==> src/hdl/usb_ram_pkg.sv <==
// Package with the command opcode enum, the data word, length and byte-select types.

package usb_ram_pkg;

	// ########################################################################
	// Data types shared by the host port, the engine port and the results.
	// ########################################################################

	// One memory word as seen on both RAM ports.
	typedef logic [31:0] word_t;

	// Word count of an engine command.
	// Zero is legal and touches no memory.
	typedef logic [15:0] len_t;

	// Wishbone byte-lane selects, one bit per byte of word_t.
	typedef logic [3:0] sel_t;

	// Number of byte-wide RAM lanes behind one word.
	localparam int unsigned LANES = $bits(sel_t);

	// ########################################################################
	// Engine command opcodes.
	// ########################################################################

	// FILL writes the pattern word across the destination range.
	// COPY moves words from the source range to the destination range.
	// SUM adds the words of the source range into a checksum.
	typedef enum logic [1:0] {
		OP_FILL = 2'd0,
		OP_COPY = 2'd1,
		OP_SUM  = 2'd2
	} op_e;

endpackage
==> src/hdl/mem_port_if.sv <==
// Interface for one word-wide RAM port, with engine and RAM modports.

interface mem_port_if #(
	parameter int unsigned ADDR_W = 10
);

	// Word address, shared by reads and writes.
	logic [ADDR_W-1:0] addr;
	// Write strobe, always a whole word.
	logic we;
	// Write data.
	usb_ram_pkg::word_t wdata;
	// Read data, one cycle after the address.
	usb_ram_pkg::word_t rdata;

	// Side that issues accesses.
	modport engine (output addr, output we, output wdata, input rdata);

	// Side that holds the memory.
	modport ram (input addr, input we, input wdata, output rdata);

endinterface

==> src/hdl/mem_engine.sv <==
// Memory engine FSM that runs FILL, COPY and SUM commands over the engine RAM port.

module mem_engine #(
	parameter int unsigned ADDR_W = 10
) (
	input  logic               sys_clk_i,
	input  logic               sys_rst_i,

	// Command channel.
	input  logic               cmd_valid_i,
	output logic               cmd_ready_o,
	input  usb_ram_pkg::op_e   cmd_op_i,
	input  logic [ADDR_W-1:0]  cmd_src_i,
	input  logic [ADDR_W-1:0]  cmd_dst_i,
	input  usb_ram_pkg::len_t  cmd_len_i,
	input  usb_ram_pkg::word_t cmd_pattern_i,

	// Result channel.
	output logic               res_valid_o,
	input  logic               res_ready_i,
	output usb_ram_pkg::op_e   res_op_o,
	output usb_ram_pkg::word_t res_sum_o,

	// RAM word port.
	mem_port_if.engine         mem
);

	typedef enum logic [2:0] {
		IDLE,
		FILL,
		SUM_RUN,
		SUM_DRAIN,
		COPY_RD,
		COPY_WR,
		RESULT
	} state_e;

	state_e             state;
	// Read issued last cycle, data on mem.rdata now.
	logic               rd_pend;
	// Latched command and walking registers.
	usb_ram_pkg::op_e   op_q;
	logic [ADDR_W-1:0]  src_q;
	logic [ADDR_W-1:0]  dst_q;
	usb_ram_pkg::len_t  remain_q;
	usb_ram_pkg::word_t pattern_q;
	usb_ram_pkg::word_t sum_q;
	// Last word of the range in this cycle.
	logic               last;

	assign last = (remain_q == 16'd1);

	// ########################################################################
	// Control state.
	// ########################################################################

	always_ff @(posedge sys_clk_i) begin
		if (sys_rst_i) begin
			state   <= IDLE;
			rd_pend <= 1'b0;
		end else begin
			rd_pend <= (state == SUM_RUN);
			case (state)
				IDLE: if (cmd_valid_i) begin
					if (cmd_len_i == '0) begin
						state <= RESULT;
					end else begin
						case (cmd_op_i)
							usb_ram_pkg::OP_FILL: state <= FILL;
							usb_ram_pkg::OP_COPY: state <= COPY_RD;
							default:              state <= SUM_RUN;
						endcase
					end
				end
				FILL:      if (last) state <= RESULT;
				SUM_RUN:   if (last) state <= SUM_DRAIN;
				// Last read word arrives here.
				SUM_DRAIN: state <= RESULT;
				COPY_RD:   state <= COPY_WR;
				COPY_WR:   state <= last ? RESULT : COPY_RD;
				RESULT:    if (res_ready_i) state <= IDLE;
				default:   state <= IDLE;
			endcase
		end
	end

	// ########################################################################
	// Command payload, addresses, count and checksum.
	// ########################################################################

	always_ff @(posedge sys_clk_i) begin
		if (state == IDLE && cmd_valid_i) begin
			op_q      <= cmd_op_i;
			src_q     <= cmd_src_i;
			dst_q     <= cmd_dst_i;
			remain_q  <= cmd_len_i;
			pattern_q <= cmd_pattern_i;
			sum_q     <= '0;
		end
		// Addresses wrap with the memory size.
		if (state == SUM_RUN || state == COPY_RD) begin
			src_q <= src_q + 1'b1;
		end
		if (state == FILL || state == COPY_WR) begin
			dst_q <= dst_q + 1'b1;
		end
		if (state == FILL || state == SUM_RUN || state == COPY_WR) begin
			remain_q <= remain_q - 1'b1;
		end
		// Pattern added once per word gives pattern times length.
		if (state == FILL) begin
			sum_q <= sum_q + pattern_q;
		end else if (rd_pend || state == COPY_WR) begin
			sum_q <= sum_q + mem.rdata;
		end
	end

	// ########################################################################
	// RAM port and handshakes.
	// ########################################################################

	// Writes use the destination, reads the source.
	// In COPY_WR the word read in COPY_RD is on rdata and goes straight out.
	always_comb begin
		mem.we    = (state == FILL) || (state == COPY_WR);
		mem.addr  = mem.we ? dst_q : src_q;
		mem.wdata = (state == FILL) ? pattern_q : mem.rdata;
	end

	assign cmd_ready_o = (state == IDLE);
	assign res_valid_o = (state == RESULT);
	assign res_op_o    = op_q;
	assign res_sum_o   = sum_q;

endmodule

==> src/flat_wrapper.sv <==
// flat-port wrapper written by rule: the top's interface ports become plain ports
module mem_engine_flat 
#(
	parameter int unsigned ADDR_W = 10
)
  (sys_clk_i, sys_rst_i, cmd_valid_i, cmd_ready_o, cmd_op_i, cmd_src_i, cmd_dst_i, cmd_len_i, cmd_pattern_i, res_valid_o, res_ready_i, res_op_o, res_sum_o, mem_addr, mem_we, mem_wdata, mem_rdata);
  mem_port_if #(.ADDR_W(ADDR_W)) mem_i ();
  input  logic sys_clk_i;
  input  logic sys_rst_i;
  input  logic cmd_valid_i;
  output logic cmd_ready_o;
  input  usb_ram_pkg::op_e cmd_op_i;
  input  logic [ADDR_W-1:0] cmd_src_i;
  input  logic [ADDR_W-1:0] cmd_dst_i;
  input  usb_ram_pkg::len_t cmd_len_i;
  input  usb_ram_pkg::word_t cmd_pattern_i;
  output logic res_valid_o;
  input  logic res_ready_i;
  output usb_ram_pkg::op_e res_op_o;
  output usb_ram_pkg::word_t res_sum_o;
  output wire logic [$bits(mem_i.addr)-1:0] mem_addr;
  output wire logic [$bits(mem_i.we)-1:0] mem_we;
  output wire logic [$bits(mem_i.wdata)-1:0] mem_wdata;
  input wire logic [$bits(mem_i.rdata)-1:0] mem_rdata;
  assign mem_addr = mem_i.addr;
  assign mem_we = mem_i.we;
  assign mem_wdata = mem_i.wdata;
  assign mem_i.rdata = mem_rdata;
  mem_engine #(.ADDR_W(ADDR_W)) u_core (.sys_clk_i(sys_clk_i), .sys_rst_i(sys_rst_i), .cmd_valid_i(cmd_valid_i), .cmd_ready_o(cmd_ready_o), .cmd_op_i(cmd_op_i), .cmd_src_i(cmd_src_i), .cmd_dst_i(cmd_dst_i), .cmd_len_i(cmd_len_i), .cmd_pattern_i(cmd_pattern_i), .res_valid_o(res_valid_o), .res_ready_i(res_ready_i), .res_op_o(res_op_o), .res_sum_o(res_sum_o), .mem(mem_i));
endmodule
==> config.mk <==
export PLATFORM = sky130hd
export DESIGN_NAME = mem_engine_flat
export DESIGN_NICKNAME = d
export VERILOG_FILES = /design/src/hdl/usb_ram_pkg.sv /design/src/hdl/mem_port_if.sv /design/src/hdl/mem_engine.sv /design/src/flat_wrapper.sv
export SDC_FILE = /design/constraint.sdc
export NUM_CORES = 1
export LEC_CHECK = 0
export ABC_AREA = 1
export BUFFER_PORTS_ARGS = -buffer_cell sky130_fd_sc_hd__buf_4
export CAP_MARGIN = 20
export CORE_ASPECT_RATIO = 1.2
export CORE_MARGIN = 2
export CORE_UTILIZATION = 27
export DETAILED_ROUTE_END_ITERATION = 7
export GPL_ROUTABILITY_DRIVEN = 1
export HOLD_SLACK_MARGIN = 0.06
export PLACE_DENSITY = 0.41
export REMOVE_ABC_BUFFERS = 1
export SYNTH_ARGS = -nofsm -noshare
export SYNTH_HDL_FRONTEND = slang
export SYNTH_SLANG_ARGS = --single-unit
==> constraint.sdc <==
create_clock -name sys_clk_i -period 5.94 [get_ports sys_clk_i]
set_clock_uncertainty 0.2 [all_clocks]
set_input_delay 1.188 -clock sys_clk_i [delete_from_list [all_inputs] [get_ports sys_clk_i]]
set_output_delay 1.188 -clock sys_clk_i [all_outputs]
set_load 0.02 [all_outputs]
==> flow_summary.json <==
{
  "synth.ff_latch_count": 106,
  "placed_cells_incl_taps": 2208,
  "share_of_total_power_in_sequential_cells_pct": 23.9,
  "dp_slack_ps": 1850,
  "cts.clk_slew.worst_paths_ps": 80,
  "drt-pass1-iter-count": 4,
  "power_switching_w": 0.00381,
  "period_minus_slack_ps": 4450,
  "setup_repair_after_global_routing_missed_its_margin": "false",
  "critical_path.n_buffers_inverters": 4,
  "vdd_ir_drop_max_mv": 0.266,
  "overflow": 0,
  "p_int_w": 0.00327,
  "ctsResizeCount": 0,
  "share_of_the_synthesized_area_in_the_top_cell_type_pct": 30.8,
  "detail_route.wl_per_cell_um": 15.8,
  "gp_congestion": 0.852,
  "worst_slack_ps": 1490,
  "worst_path_largest_cell_delay_ps": 600,
  "final-hold-violation-count": 0,
  "critPathRequiredTime_ps": 4550,
  "die_h_um": 214,
  "ios": 185,
  "drt-initial-drc-count": 535,
  "synth_area_leaders": "edfxtp_1, nand2_1, inv_1",
  "worstHoldPathType": "register to register",
  "clk_latency_ps": 380,
  "synth-edff-count": 102,
  "syn_area_sq_mm": 0.00995,
  "worst_r2r_dst": "u_core.res_sum_o[19]$_DFFE_PP_",
  "reg2reg_setup_slack_ps": 2370,
  "avgSynthCellArea_sq_um": 6.34,
  "max-slew-margin-rel_pct": 40.0,
  "holdCritStartpoint": "u_core.state[1]$_SDFFE_PP0P_",
  "whs_path_depth": 2,
  "netlist.top_cell.by_area": "edfxtp_1",
  "netlist-cell-type-count": 43,
  "first_pass_grt_wire_length_mm": 53.7,
  "initial_utilization_pct": 27.2,
  "power.combinational.fraction_pct": 66.4,
  "crit_path_end_kind": "output port",
  "synth_seq_area_share_pct": 31.6,
  "post_synth_top_flop": "edfxtp_1",
  "design.core.area_sq_mm": 0.0366,
  "crit-reg2reg-launch": "u_core.state[0]$_SDFFE_PP0P_",
  "num_rows": 77,
  "cp_slowest_cell": "nor2_8",
  "setup_total_negative_slack_ps": 0,
  "port_buffers": 184,
  "finalWirelength_mm": 35.2,
  "share_clk_of_total_power_pct": 9.7,
  "period_share_pct": 75.0,
  "cts.sinks": 106,
  "drive_above_1_share_pct": 13.1,
  "cts.repair_timing.setup_buffer_count": 0,
  "critical_path_arrival_ps": 3060,
  "final_cells": 2224,
  "tritoncts": "yes",
  "achievable-frequency_mhz": 225,
  "vias_in_the_first_global_route": 9746,
  "whs_endpoint": "u_core.state[1]$_SDFFE_PP0P_",
  "max-cap-violations": 0,
  "sw_frac_of_total_pct": 53.8,
  "detail_route.drc_violations": 0,
  "worstSetupPathType": "register to output port",
  "cp_cell_sequence": "inv_2 > nor2_4 > inv_4 > nor2_8 > inv_2 > nand2_1 > nand2_1 > buf_4",
  "maximum_number_of_pins_on_one_net_before_global_route_repair": 42,
  "mostFrequentLayoutCells": "nand2_1, inv_1, buf_4, nor2_1, edfxtp_1",
  "antenna_cells": 0,
  "number_of_antenna_violations_at_the_first_check_in_global_routing": 0,
  "layout_commonest_cell": "nand2_1",
  "number_of_buffers_on_the_longest_clock_path": 2,
  "cts-buffers-inserted": 9,
  "cts-root-buf": "clkbuf_16",
  "ctsHtreeMaxLevel": 3,
  "cp_max_fo": 41,
  "cpLargestDelayFamily": "simple AND/OR/NAND/NOR gates",
  "via_per_inst": 4.39,
  "power_density_mw_per_mm2": 583,
  "design_power_total_w": 0.00709,
  "via_count": 9760,
  "dpl.hpwl_mm": 28.9,
  "die_x_um": 179,
  "setup_viol": 0,
  "power_leakage_nw": 6.53,
  "number_of_cell_instances_on_the_worst_register_to_register_path": 9,
  "slew_limit_fails": 0,
  "die-area_sq_mm": 0.0384,
  "netlist_instances": 1568,
  "cts.hold.buffers_added": 0,
  "synth-async-reset-ratio_pct": 0,
  "areaGrowthSynthToFinish_pct": 22.1,
  "run_status": "finished, final reports clean",
  "final_antenna_net_count": 0,
  "fin_nets": 1919,
  "groute.usage.overall_pct": 18.5,
  "worstSetupStartpointType": "register",
  "worst-slew-pin-transition_ps": 899,
  "ys.warnings.count": 0
}
==> metal layers <==
layer / wire (um) / vias to the layer above / GRT usage (%) / part of all wire [%]
met3: 1180 / 26 / 2.30 / 3.3
met1: 16500 / 4300 / 24.5 / 47
li1: - / 5262 / - / -
met2: 17000 / 172 / 31.7 / 48
met4: 564 / 0 / 4.70 / 1.6
met5: 0 / - / 0 / 0
==> sequential cells by signal, summed over array words and instances, names as in the netlist <==
register          cells
u_core.pattern_q     32
u_core.res_sum_o     32
u_core.remain_q      16
u_core.dst_q         10
u_core.src_q         10
u_core.state          3
u_core.res_op_o       2
u_core.rd_pend        1
==> logic make-up after synthesis <==
group,share of synthesized area (%)
and+or+nand+nor,37.6
adders and majority gates,8.70
DFF,31.6
AOI/OAI and AO/OA,8.07
xor gates and xnor gates,2.20
buffers and inverters,11.8
==> cell usage after synthesis (all sizes together), types with 11 or more instances <==
master    n
nand2   666
inv     277
nor2    135
edfxtp  102
nand3    84
ha       66
o21ai    61
a21oi    60
buf      16
xor2     15
nand3b   12
nor3     11
==> tightest hold or removal path, delay by kind of cell, from the launching register on <==
| family | cells | cell delay (ps) |
|---|---|---|
| AND/OR/NAND/NOR | 1 | 100 |
| AO/OA/AOI/OAI | 1 | 60 |
| flip-flops | 1 | 380 |
==> metrics by stage <==
step,cell area (sq um),utilization [%],hold slack [ps]
floorplan,9820,-,316
global placement,11800,32.3,338
detailed placement,11800,32.3,360
CTS,12100,33.2,370
global route,12100,33.2,414
finish,12100,33.2,372
==> layout make-up <==
type | count | area (sq um)
sequential | 106 | 3140
clock buffer | 10 | 229
clock inverter | 6 | 87.6
timing repair buffer | 187 | 1400
tap | 474 | 593
multi-input combinational | 1164 | 5640
fill | 4115 | 24500
inverter | 277 | 1040
==> power by group through the flow <==
stage                     combinational, W  sequential, W  clock (W)
after CTS                          0.00477        0.00170   0.000717
final                              0.00470        0.00169   0.000689
after global placement             0.00475        0.00171          0
after detailed placement           0.00475        0.00171          0
after floorplan                    0.00303        0.00171          0
after global routing               0.00533        0.00174   0.000734
==> how the worst max path moves through the flow <==
stage	slack, ps	startpoint	cells after the start	endpoint
detailed placement	1850	u_core.state[0]$_SDFFE_PP0P_	8	mem_wdata[19]
global route	1240	u_core.state[0]$_SDFFE_PP0P_	8	mem_wdata[19]
CTS	1420	u_core.state[0]$_SDFFE_PP0P_	8	mem_wdata[19]
global placement	1950	u_core.state[0]$_SDFFE_PP0P_	8	mem_wdata[17]
finish	1490	u_core.state[0]$_SDFFE_PP0P_	8	mem_wdata[23]
floorplan	1520	cmd_valid_i	4	u_core.res_sum_o[0]$_DFFE_PP_
Note: power is estimated with default switching activity, not from simulation.
